--- src/playcdi.mem ---
// One 16-bit ROM word per line in hex, word 0 sits at byte address F00000
4afc
0001
0000
006a
0000
0034
0555
0c01
8000
0000
0040
0048
0000
0100
0000
0050
4e75
7061
6c61
7963
6469
0000
48e7
c0c0
41fa
0024
7000
4e40
0084
4a40
6610
41fa
001c
7001
4e40
0006
4cdf
0303
4e75
2f64
6431
2f43
4449
5f46
494c
4500
2f64
642f
6364
695f
6170
7000
3f2a

--- src/rtl/cdi_bus_pkg.sv ---
package cdi_bus_pkg;

    typedef logic [15:0] word_t;      // CPU data word
    typedef logic [7:0]  byte_t;      // Port or NVRAM byte
    typedef logic [23:1] word_addr_t; // CPU word address, A0 is implied by the strobes
    typedef logic [23:0] byte_addr_t;

    typedef struct packed {
        word_addr_t addr;
        logic       as;
        logic       uds;
        logic       lds;
        logic       write_strobe;
        word_t      data_out;
    } cpu_bus_t;

    typedef struct packed {
        word_t dout;
        logic  bus_ack;
    } periph_resp_t;

    typedef struct packed {
        logic mcd212;
        logic dvc_ram;
        logic dvc_rom;
        logic mpeg;
        logic cdic;
        logic slave;
        logic mk48;
        logic playcdi;
    } chip_sel_t;

    typedef struct packed {
        byte_t portb_out;
        byte_t portc_out;
        byte_t ddrb;
        byte_t ddrc;
    } slave_pins_t;

    typedef enum logic [1:0] {IDLE, CDIC, VMPEG} in4_owner_e;

    // Address map
    localparam byte_addr_t MCD212_LOW_END    = 24'h27ffff;
    localparam byte_addr_t MCD212_HIGH_START = 24'h400000;
    localparam byte_t      CDIC_PAGE         = 8'h30;
    localparam byte_t      SLAVE_PAGE        = 8'h31;
    localparam byte_t      MK48_PAGE         = 8'h32;
    localparam byte_addr_t PLAYCDI_BASE      = 24'hf00000;
    localparam byte_addr_t PLAYCDI_LAST      = 24'hf00068;

    // DVC cartridge space, matched on the upper address bits
    localparam logic [3:0] DVC_RAM_PAGE  = 4'hd;      // A23..A20
    localparam logic [4:0] MPEG_RAM_PAGE = 5'b11101;  // A23..A19
    localparam logic [5:0] DVC_ROM_PAGE  = 6'b111001; // A23..A18
    localparam logic [5:0] MPEG_REG_PAGE = 6'b111000; // A23..A18

    // Unmapped holes
    localparam byte_addr_t ERR1_LO = 24'h080000;
    localparam byte_addr_t ERR1_HI = 24'h1fffff;
    localparam byte_addr_t ERR2_LO = 24'h500000;
    localparam byte_addr_t ERR2_HI = 24'hcfffff;
    localparam byte_addr_t ERR3_LO = 24'hf10000;

    localparam int PLAYCDI_WORDS = 53;
    localparam int PLAYCDI_AW    = 6;

endpackage
--- src/rtl/cdi_glue_top.sv ---
`timescale 1ns/1ns

module cdi_glue_top (
    input  logic                      clk30,
    input  logic                      external_reset,
    input  cdi_bus_pkg::cpu_bus_t     cpu,
    input  cdi_bus_pkg::periph_resp_t cdic_resp,
    input  cdi_bus_pkg::periph_resp_t vmpeg_resp,
    input  cdi_bus_pkg::periph_resp_t mcd212_resp,
    input  cdi_bus_pkg::periph_resp_t mk48_resp,
    input  logic                      config_disable_vmpeg,
    input  logic                      config_auto_play,
    input  logic                      cd_img_mounted,
    input  logic                      audio_cd_in_tray,
    input  logic                      mpeg_ram_enabled,
    input  logic                      cdic_intreq,
    input  logic                      vmpeg_intreq,
    input  logic                      iack4,
    input  cdi_bus_pkg::slave_pins_t  slave,
    output cdi_bus_pkg::word_t        cpu_data_in,
    output logic                      bus_ack,
    output logic                      bus_err,
    output logic                      in2,
    output logic                      in4,
    output logic                      cdic_intack,
    output logic                      vmpeg_intack,
    output logic                      slave_irq,
    output logic                      slave_rts,
    output logic                      sys_reset,
    output cdi_bus_pkg::chip_sel_t    chip_sel
);

    import cdi_bus_pkg::*;

    periph_resp_t slave_resp;
    periph_resp_t rom_resp;
    logic         resetsys;
    logic         playcdi_active;

    assign sys_reset = external_reset || resetsys; // Slave can reset the whole system

    attex_decoder decoder (
        .cpu, .config_disable_vmpeg, .mpeg_ram_enabled, .playcdi_active,
        .sel(chip_sel), .bus_err
    );

    bus_response_mux resp_mux (
        .sel(chip_sel), .cdic_resp, .vmpeg_resp, .mcd212_resp, .mk48_resp,
        .slave_resp, .rom_resp, .cdic_intack, .vmpeg_intack, .cpu_data_in, .bus_ack
    );

    in4_irq_owner irq_owner (
        .clk30, .reset(sys_reset), .cdic_intreq, .vmpeg_intreq, .iack4,
        .in4, .cdic_intack, .vmpeg_intack
    );

    slave_port_glue slave_glue (
        .clk30, .reset(sys_reset), .pins(slave), .slave_sel(chip_sel.slave),
        .slave_resp, .resetsys, .slave_rts, .in2, .slave_irq
    );

    playcdi_rom boot_rom (
        .clk30, .external_reset, .reset(sys_reset), .resetsys, .rom_sel(chip_sel.playcdi),
        .cd_img_mounted, .config_auto_play, .audio_cd_in_tray,
        .word_index(cpu.addr[6:1]), .rom_resp, .playcdi_active
    );

endmodule

--- src/rtl/playcdi_rom.sv ---
`timescale 1ns/1ns

module playcdi_rom (
    input  logic                                  clk30,
    input  logic                                  external_reset,
    input  logic                                  reset,
    input  logic                                  resetsys,
    input  logic                                  rom_sel,
    input  logic                                  cd_img_mounted,
    input  logic                                  config_auto_play,
    input  logic                                  audio_cd_in_tray,
    input  logic [cdi_bus_pkg::PLAYCDI_AW-1:0]    word_index,
    output cdi_bus_pkg::periph_resp_t             rom_resp,
    output logic                                  playcdi_active
);

    import cdi_bus_pkg::*;

    word_t rom [PLAYCDI_WORDS];
    word_t rom_dout;
    logic  rom_ack;
    logic  last_reset_by_slave;

    initial $readmemh("/design/src/playcdi.mem", rom); // OS-9 module that starts the disc application

    // A reset from the slave means the title quit to the shell, so stay there
    always_ff @(posedge clk30) begin
        if (external_reset) last_reset_by_slave <= 1'b0;
        else if (resetsys) last_reset_by_slave <= 1'b1;
    end

    assign playcdi_active = cd_img_mounted && config_auto_play && !audio_cd_in_tray
                            && !last_reset_by_slave;

    always_ff @(posedge clk30) begin
        if (word_index < PLAYCDI_WORDS) rom_dout <= rom[word_index];
        else rom_dout <= '0;
    end

    always_ff @(posedge clk30) begin
        if (reset) rom_ack <= 1'b0;
        else rom_ack <= rom_sel && !rom_ack; // One wait state per word
    end

    assign rom_resp.dout    = rom_dout;
    assign rom_resp.bus_ack = rom_ack;

    ack_single_cycle: assert property (@(posedge clk30) disable iff (reset) rom_ack |=> !rom_ack);

endmodule

--- src/rtl/slave_port_glue.sv ---
`timescale 1ns/1ns

module slave_port_glue (
    input  logic                      clk30,
    input  logic                      reset,
    input  cdi_bus_pkg::slave_pins_t  pins,
    input  logic                      slave_sel,
    output cdi_bus_pkg::periph_resp_t slave_resp,
    output logic                      resetsys,
    output logic                      slave_rts,
    output logic                      in2,
    output logic                      slave_irq
);

    import cdi_bus_pkg::*;

    logic dtack_pin;
    logic in2_pin;
    logic dtack_q;
    logic slave_sel_q;

    // An input pin floats to the level of its pull resistor
    function automatic logic pin_level(input logic dir, input logic level, input logic idle);
        return dir ? level : idle;
    endfunction

    assign resetsys  = pin_level(pins.ddrc[2], pins.portc_out[2], 1'b0);
    assign slave_rts = pin_level(pins.ddrb[4], pins.portb_out[4], 1'b1);
    assign in2_pin   = pin_level(pins.ddrb[5], pins.portb_out[5], 1'b1);
    assign dtack_pin = pin_level(pins.ddrb[6], pins.portb_out[6], 1'b1);

    // The CPU input is active low on the real board
    assign in2 = !in2_pin;

    always_ff @(posedge clk30) begin
        if (reset) begin
            dtack_q     <= 1'b0;
            slave_sel_q <= 1'b0;
        end else begin
            dtack_q     <= dtack_pin;
            slave_sel_q <= slave_sel;
        end
    end

    // Acknowledge on the rising edge of the slave DTACK pin
    assign slave_resp.bus_ack = dtack_pin && !dtack_q;
    assign slave_resp.dout    = '0; // Read data comes from port A outside this block

    // Wake the slave once per access
    assign slave_irq = slave_sel && !slave_sel_q;

endmodule

--- src/rtl/in4_irq_owner.sv ---
`timescale 1ns/1ns

module in4_irq_owner (
    input  logic clk30,
    input  logic reset,
    input  logic cdic_intreq,
    input  logic vmpeg_intreq,
    input  logic iack4,
    output logic in4,
    output logic cdic_intack,
    output logic vmpeg_intack
);

    import cdi_bus_pkg::*;

    in4_owner_e owner;

    // Works like the small SR flip-flop on the board, first requester keeps the line
    always_ff @(posedge clk30) begin
        if (reset) begin
            owner <= IDLE;
        end else begin
            case (owner)
                CDIC:    if (!cdic_intreq) owner <= IDLE;
                VMPEG:   if (!vmpeg_intreq) owner <= IDLE;
                default: begin
                    if (vmpeg_intreq) owner <= VMPEG; // MPEG takes precedence on a tie
                    else if (cdic_intreq) owner <= CDIC;
                end
            endcase
        end
    end

    assign in4          = ((owner == CDIC) && cdic_intreq) || ((owner == VMPEG) && vmpeg_intreq);
    assign cdic_intack  = iack4 && (owner == CDIC);
    assign vmpeg_intack = iack4 && (owner == VMPEG);

    intack_exclusive: assert property (@(posedge clk30) disable iff (reset)
        !(cdic_intack && vmpeg_intack));

endmodule

--- src/rtl/bus_response_mux.sv ---
`timescale 1ns/1ns

module bus_response_mux (
    input  cdi_bus_pkg::chip_sel_t    sel,
    input  cdi_bus_pkg::periph_resp_t cdic_resp,
    input  cdi_bus_pkg::periph_resp_t vmpeg_resp,
    input  cdi_bus_pkg::periph_resp_t mcd212_resp,
    input  cdi_bus_pkg::periph_resp_t mk48_resp,
    input  cdi_bus_pkg::periph_resp_t slave_resp,
    input  cdi_bus_pkg::periph_resp_t rom_resp,
    input  logic                      cdic_intack,
    input  logic                      vmpeg_intack,
    output cdi_bus_pkg::word_t        cpu_data_in,
    output logic                      bus_ack
);

    import cdi_bus_pkg::*;

    logic mcd212_group;

    assign mcd212_group = sel.mcd212 || sel.dvc_ram || sel.dvc_rom; // All answered by the VDSC

    always_comb begin
        cpu_data_in = '0;
        bus_ack     = 1'b1; // Unselected cycles finish at once

        if (sel.slave) begin
            cpu_data_in = {slave_resp.dout[7:0], slave_resp.dout[7:0]};
            bus_ack     = slave_resp.bus_ack;
        end else if (sel.cdic) begin
            cpu_data_in = cdic_resp.dout;
            bus_ack     = cdic_resp.bus_ack;
        end else if (sel.mpeg) begin
            cpu_data_in = vmpeg_resp.dout;
            bus_ack     = vmpeg_resp.bus_ack;
        end else if (sel.mk48) begin
            cpu_data_in = {mk48_resp.dout[7:0], mk48_resp.dout[7:0]}; // 8 bit device on both lanes
            bus_ack     = mk48_resp.bus_ack;
        end else if (mcd212_group) begin
            cpu_data_in = mcd212_resp.dout;
            bus_ack     = mcd212_resp.bus_ack;
        end else if (sel.playcdi) begin
            cpu_data_in = rom_resp.dout;
            bus_ack     = rom_resp.bus_ack;
        end

        // Vector fetch during level 4 acknowledge, MPEG checked last so it wins
        if (cdic_intack) begin
            cpu_data_in = cdic_resp.dout;
            bus_ack     = 1'b1;
        end
        if (vmpeg_intack) begin
            cpu_data_in = vmpeg_resp.dout;
            bus_ack     = 1'b1;
        end
    end

endmodule

--- src/rtl/attex_decoder.sv ---
`timescale 1ns/1ns

module attex_decoder (
    input  cdi_bus_pkg::cpu_bus_t  cpu,
    input  logic                   config_disable_vmpeg,
    input  logic                   mpeg_ram_enabled,
    input  logic                   playcdi_active,
    output cdi_bus_pkg::chip_sel_t sel,
    output logic                   bus_err
);

    import cdi_bus_pkg::*;

    byte_addr_t addr_byte;
    logic       in_mcd212;
    logic       in_playcdi;
    logic       err_hole;
    logic       err_rom;
    logic       err_mpeg_ram;

    assign addr_byte = {cpu.addr, 1'b0};

    // Main video RAM below and above the peripheral window, lower half of the map only
    assign in_mcd212 = ((addr_byte <= MCD212_LOW_END) || (addr_byte >= MCD212_HIGH_START))
                       && !addr_byte[23];
    assign in_playcdi = (addr_byte >= PLAYCDI_BASE) && (addr_byte <= PLAYCDI_LAST);

    always_comb begin
        sel.mcd212  = in_mcd212 && cpu.as;
        sel.dvc_ram = ((addr_byte[23:20] == DVC_RAM_PAGE) || (addr_byte[23:19] == MPEG_RAM_PAGE))
                      && cpu.as;
        sel.dvc_rom = (addr_byte[23:18] == DVC_ROM_PAGE) && cpu.as;
        sel.mpeg    = (addr_byte[23:18] == MPEG_REG_PAGE) && cpu.as && !config_disable_vmpeg;
        sel.cdic    = (addr_byte[23:16] == CDIC_PAGE) && cpu.as;
        sel.slave   = (addr_byte[23:16] == SLAVE_PAGE) && cpu.as;
        sel.mk48    = (addr_byte[23:16] == MK48_PAGE) && cpu.as;
        sel.playcdi = in_playcdi && playcdi_active && cpu.as;
    end

    assign err_hole = ((addr_byte >= ERR1_LO) && (addr_byte <= ERR1_HI))
                   || ((addr_byte >= ERR2_LO) && (addr_byte <= ERR2_HI))
                   || (addr_byte >= ERR3_LO);
    assign err_rom      = (addr_byte >= PLAYCDI_BASE) && !playcdi_active;
    assign err_mpeg_ram = (addr_byte[23:19] == MPEG_RAM_PAGE) && !mpeg_ram_enabled; // Locked after boot

    // Only a real data phase raises the error
    assign bus_err = (err_hole || err_rom || err_mpeg_ram) && cpu.as && (cpu.lds || cpu.uds);

    // Peripheral pages must never overlap, the response mux relies on it
    always_comb begin
        periph_sel_exclusive: assert final ($onehot0({sel.cdic, sel.slave, sel.mk48, sel.mpeg}));
    end

endmodule

--- config.mk ---
export PLATFORM = sky130hd
export DESIGN_NAME = cdi_glue_top
export DESIGN_NICKNAME = d
export VERILOG_FILES = /design/src/rtl/cdi_bus_pkg.sv /design/src/rtl/cdi_glue_top.sv /design/src/rtl/playcdi_rom.sv /design/src/rtl/slave_port_glue.sv /design/src/rtl/in4_irq_owner.sv /design/src/rtl/bus_response_mux.sv /design/src/rtl/attex_decoder.sv
export SDC_FILE = /design/constraint.sdc
export NUM_CORES = 1
export LEC_CHECK = 0
export BUFFER_PORTS_ARGS = -buffer_cell sky130_fd_sc_hd__buf_2
export CAP_MARGIN = 10
export CORE_MARGIN = 5
export CORE_UTILIZATION = 39
export DETAILED_ROUTE_END_ITERATION = 10
export GPL_ROUTABILITY_DRIVEN = 0
export HOLD_SLACK_MARGIN = 0.1
export PLACE_DENSITY = 0.93
export SLEW_MARGIN = 15
export SYNTH_ARGS = -nofsm -noshare
export SYNTH_HDL_FRONTEND = slang
export SYNTH_HIERARCHICAL = 1
export SYNTH_SLANG_ARGS = --single-unit
--- constraint.sdc ---
create_clock -name clk30 -period 5.9 [get_ports clk30]
set_input_delay 0.295 -clock clk30 [delete_from_list [all_inputs] [get_ports clk30]]
set_output_delay 0.295 -clock clk30 [all_outputs]
set_load 0.005 [all_outputs]
==> results.yml, run 1 <==
outcome:
  status: "finished clean"
grt:
  grt_usage: 0.212
  top_usage_layer: "met2"
  grt_overflow: 0
  gr-usage-met3: 0.0498
  antenna_found_initial: 0
  grt_pass1_vias: 2436
  grtUsageMet2: 0.390
  gr-usage-met1: 0.239
  grt_pass1_wl_um: 10800
  grt_max_degree: 39
detailed_routing:
  antenna_left: 0
  vias_per_cell: 5.86
  wl_per_cell_um: 16.4
  dr_total_vias: 2424
  routed_wl_um: 6790
  route.detailed.drc: 0
  dr.pass1.iters: 5
  drt_iter0_drc: 136
yosys:
  synth_area_sq_um: 1770
  syn_area_per_cell_sq_um: 7.41
  yosys_warnings: 6
  syn_inst: 239
clock_tree:
  cts_sinks: 6
  cts_hold_buf: 0
  clk_path_buf_depth: 2
  path_clk_slew_ps: 40
  cts_inserted_buffers: 3
  clk_latency_ps: 230
  clock-root-buffer: "clkbuf_8"
  cts_tree: "built"
  cts_resized: 0
  h-tree-depth: 1
  post_cts.repair.setup_buffers: 0
power_and_ir_drop:
  power.total_mw: 0.247
  power_density_nw_per_um2: 103
  cellLeakagePower_nw: 1.30
  vdd_drop_max_mv: 0.115
worst_hold_path:
  hold_path_end: "slave_glue/dtack_q"
  hold_start: "slave[30]"
  hold_depth: 3
  hold_class: "input pin to flop"
floorplan:
  die_height_um: 77.4
  initial_utilization: 0.404
  rows: 24
  die_w_um: 77.4
  coreArea_sq_um: 4380
  die-area_sq_um: 5990
  ios: 186
setup_path:
  end_kind: "output pin"
  criticalPathCategory: "input pin to output pin"
  startpoint_type: "input pin"
  worstReg2RegEnd: "boot_rom/rom_ack"
  r2r_slack_ps: 4190
  rr_worst_depth: 6
  crit_fanout: 15
  critPathArrivalTime_ps: 2700
  worstReg2RegStart: "boot_rom/last_reset_by_slave"
  required_ps: 5610
finish:
  antennaDiodeCount: 0
  area_growth_pct: 35.2
  drive_gt1_frac: 0.450
  fin_nets: 519
timing:
  finalCritPeriodShare: 0.507
  rsz0062_at_grt: "no"
  final.setup.tns_ps: 0
  hold_viol_final: 0
  fin_crit_ps: 2990
  skew_ps: 0.116
  relSlewSlack: 0.235
  worstMarginPinSlew_ps: 1140
  fin_ws_ps: 2910
  drv_slew: 0
  setup_viol: 0
  fmaxAchievable_ghz: 0.334
placed_design:
  numPortBuffers: 136
  dp_slack_ps: 2890
  hpwl_um: 5270
job:
  cap_violations: 0
-- worst max-delay path, stage by stage --
cell and delay, ps:
buf_2 120, nand2b_1 180, nor4_2 290, and4bb_1 420, nand2b_1 580, o22ai_1 180
o211a_1 230, a211oi_1 250, buf_2 160
-- routing by layer --
metal | share of wire | vias to the layer above
met5 | 0 | -
met3 | 0.11 | 8
li1 | - | 1157
met1 | 0.37 | 1110
met4 | 0.010 | 0
met2 | 0.52 | 149
-- through the flow --
stage	std cells	cell area, sq um	hold WS, ps	utilization
6_report	414	2390	302	0.546
5_1_grt	414	2390	322	0.546
4_1_cts	414	2390	300	0.546
3_5_place_dp	411	2350	417	0.537
3_3_place_gp	411	2350	427	0.537
2_1_floorplan	261	1850	399	-
-- report_power, final --
group	internal (mW)	switching, mW
combinational	0.0676	0.0701
sequential	0.0428	0.00138
clock	0.0441	0.0211
-- area by class of cell --
class	instances	area, sq um
clock buffers	3	41.3
fillers	410	1990
inverters	7	26.3
multi-input cells	208	1450
flip-flops and latches	6	120
well taps	52	65.1
repair buffers	138	696
-- cell usage in the layout (no fill, tap or decap), types with 3 or more instances in the layout --
master / n
a211oi_1: 4
a21o_1: 3
a21oi_1: 9
a221o_1: 6
a221oi_2: 12
and2_1: 3
buf_2: 136
clkbuf_8: 3
conb_1: 24
dfxtp_1: 6
inv_1: 6
nand2_1: 15
nand2b_1: 6
nand3_1: 7
nor2_1: 8
nor2b_1: 5
nor3_1: 18
nor3b_1: 5
o211a_1: 15
o22ai_1: 30
-- sequential cells by signal, summed over array words and instances, names as in the netlist --
register                      count
boot_rom/rom_ack                  1
slave_glue/dtack_q                1
slave_glue/slave_sel_q            1
irq_owner/owner                   2
boot_rom/last_reset_by_slave      1
-- worst max-delay path by stage --
stage	start	endpoint	slack, ps	cells after the start
2_1_floorplan	cpu[39]	cpu_data_in[10]	3470	7
3_3_place_gp	cpu[38]	cpu_data_in[13]	2980	9
3_5_place_dp	cpu[38]	cpu_data_in[13]	2890	9
4_1_cts	cpu[38]	cpu_data_in[13]	2890	9
5_1_grt	cpu[40]	cpu_data_in[0]	2590	9
6_report	cpu[38]	cpu_data_in[13]	2910	9
Note: power is estimated with default switching activity, not from simulation.
==> run 2, diff against run 1 <==
--- a/config.mk
+++ b/config.mk
@@ -8,11 +8,11 @@
 export BUFFER_PORTS_ARGS = -buffer_cell sky130_fd_sc_hd__buf_2
 export CAP_MARGIN = 10
 export CORE_MARGIN = 5
-export CORE_UTILIZATION = 39
+export CORE_UTILIZATION = 33
 export DETAILED_ROUTE_END_ITERATION = 10
 export GPL_ROUTABILITY_DRIVEN = 0
 export HOLD_SLACK_MARGIN = 0.1
-export PLACE_DENSITY = 0.93
+export PLACE_DENSITY = 0.84
 export SLEW_MARGIN = 15
 export SYNTH_ARGS = -nofsm -noshare
 export SYNTH_HDL_FRONTEND = slang
==> constraint.sdc (replaced) <==
create_clock -name clk30 -period 2.6 [get_ports clk30]
set_input_delay 0.13 -clock clk30 [delete_from_list [all_inputs] [get_ports clk30]]
set_output_delay 0.13 -clock clk30 [all_outputs]
set_load 0.005 [all_outputs]
==> run 2 against run 1 <==
Effect of this change: clock skew hardly changed; sequential power is 130% higher; worst setup slack worse by 2800 ps; die area is 16% higher; clock power is 110% higher; critical path depth is 1 lower; utilization is 6.3 points lower; global-route usage is 3.5 points lower; critical path type is now flop to output pin; largest power group unchanged; first-iteration DRC count is 52% lower; register-to-register slack worse by 3200 ps; power is 120% higher; critical endpoint is now cpu_data_in[15].
==> results.yml, run 2 (same netlist as run 1, synthesis figures left out) <==
outcome:
  status: "finished clean"
job:
  cap_violations: 0
timing:
  drv_slew: 0
  fin_ws_ps: 144
  finalCritPeriodShare: 0.945
  relSlewSlack: 0.378
  worstMarginPinSlew_ps: 932
  skew_ps: 0.0992
  hold_viol_final: 0
  fmaxAchievable_ghz: 0.407
  setup_viol: 0
  rsz0062_at_grt: "no"
  final.setup.tns_ps: 0
  fin_crit_ps: 2460
setup_path:
  slowest_stage: "or4_4"
  cp_top_family: "simple AND/OR/NAND/NOR gates"
  criticalPathCategory: "flop to output pin"
  path_buf_inv: 2
  required_ps: 2470
  end_kind: "output pin"
  crit_path_start: "irq_owner/owner[1]"
  crit_fanout: 8
  worstReg2RegStart: "boot_rom/last_reset_by_slave"
  crit_path_cell_trace: "inv_1 -> ha_1 -> and2_1 -> or4_4 -> a221o_1 -> a221oi_2 -> nor3_1 -> buf_2"
  slowest_delay_ps: 560
  critPathArrivalTime_ps: 2330
  startpoint_type: "flop"
finish:
  drive_gt1_frac: 0.470
  final_common_cell: "buf_2"
  fin_area_sq_um: 2500
  layout_common_cells: "buf_2 (136), o22ai_1 (30), conb_1 (24), nor3_1 (18)"
  largest_register_ffs: 2
  fin_nets: 529
  area_growth_pct: 41.0
  antennaDiodeCount: 0
  stdcell_count: 442
  regMostFlops: "irq_owner/owner"
power_and_ir_drop:
  power_density_nw_per_um2: 223
  p_int_mw: 0.356
  combinationalPowerShare: 0.571
  clockPowerShare: 0.249
  vdd_drop_max_mv: 0.331
  p_sw_mw: 0.200
  p_sw_frac: 0.360
  p_seq_frac: 0.180
  power.total_mw: 0.556
  cellLeakagePower_nw: 1.35
grt:
  antenna_found_initial: 0
  grt_pass1_vias: 2381
  grt_overflow: 0
  grt_usage: 0.177
  grt_max_degree: 33
  grt_pass1_wl_um: 10600
detailed_routing:
  dr.pass1.iters: 6
  drt_iter0_drc: 65
  routed_wl_um: 6650
  antenna_left: 0
  vias_per_cell: 5.44
  dr_total_vias: 2403
  route.detailed.drc: 0
  wl_per_cell_um: 15.0
floorplan:
  ios: 186
  die_height_um: 83.3
  coreArea_sq_um: 5170
  die_w_um: 83.3
  initial_utilization: 0.343
  rows: 26
  die-area_sq_um: 6930
clock_tree:
  post_cts.repair.setup_buffers: 0
  cts_hold_buf: 0
  cts_resized: 1
  clk_path_buf_depth: 2
  cts_sinks: 6
  cts_tree: "built"
  path_clk_slew_ps: 40
  clk_latency_ps: 220
  cts_inserted_buffers: 3
  clock-root-buffer: "clkbuf_8"
  h-tree-depth: 1
placed_design:
  dp_slack_ps: 144
  hpwl_um: 5330
  numPortBuffers: 136
  place_inst: 439
  placed_cell_area_sq_um: 2450
worst_hold_path:
  hold_class: "input pin to flop"
  hold_start: "slave[30]"
-- run 2: cell count changes in the layout (fill, tap and decap cells not counted), sizes merged --
cell and change:
buf +10
-- run 2: final cells by class --
cell class              instances  area (sq um)
multi-input cells             208          1450
repair buffers                148           771
inverters                       7          26.3
flip-flops and latches          6           120
fillers                       527          2670
clock buffers                   3          41.3
well taps                      70          87.6
-- run 2: power by group through the flow --
stage               combinational [mW]  clock [mW]  sequential, mW
detailed placement               0.315           0           0.101
global route                     0.350       0.149           0.101
floorplan                        0.179           0           0.101
finish                           0.318       0.138           0.100
global placement                 0.307           0           0.101
CTS                              0.316       0.143           0.100
-- run 2: worst reg2reg max path: cells and delay by family (launching register included) --
kind                   cells  cell delay [ps]
flip-flops                 1              300
AO/OA/AOI/OAI              1              220
AND/OR/NAND/NOR            5              820
buffers and inverters      1              180
-- run 2: metrics by stage --
stage	hold slack (ps)	util
after floorplan	241	-
after global placement	362	0.474
after detailed placement	369	0.474
after CTS	139	0.483
after global routing	154	0.483
final	141	0.483
-- run 2: final timing paths --
path | end | slack, ps | depth (start not counted)
max | cpu_data_in[15] | 140 | 8
min | slave_glue/dtack_q | 140 | 3
max reg2reg | boot_rom/rom_ack | 1010 | 7
min reg2reg | boot_rom/rom_ack | 420 | 1
-- run 2: per-layer routing --
layer | vias up | wire [um] | GRT usage | part of all wire
li1 | 1180 | - | - | -
met1 | 1087 | 2660 | 0.208 | 0.40
met2 | 128 | 3300 | 0.329 | 0.50
met3 | 8 | 631 | 0.0317 | 0.095
met4 | 0 | 59 | 0.0431 | 0.0089
met5 | - | 0 | 0 | 0
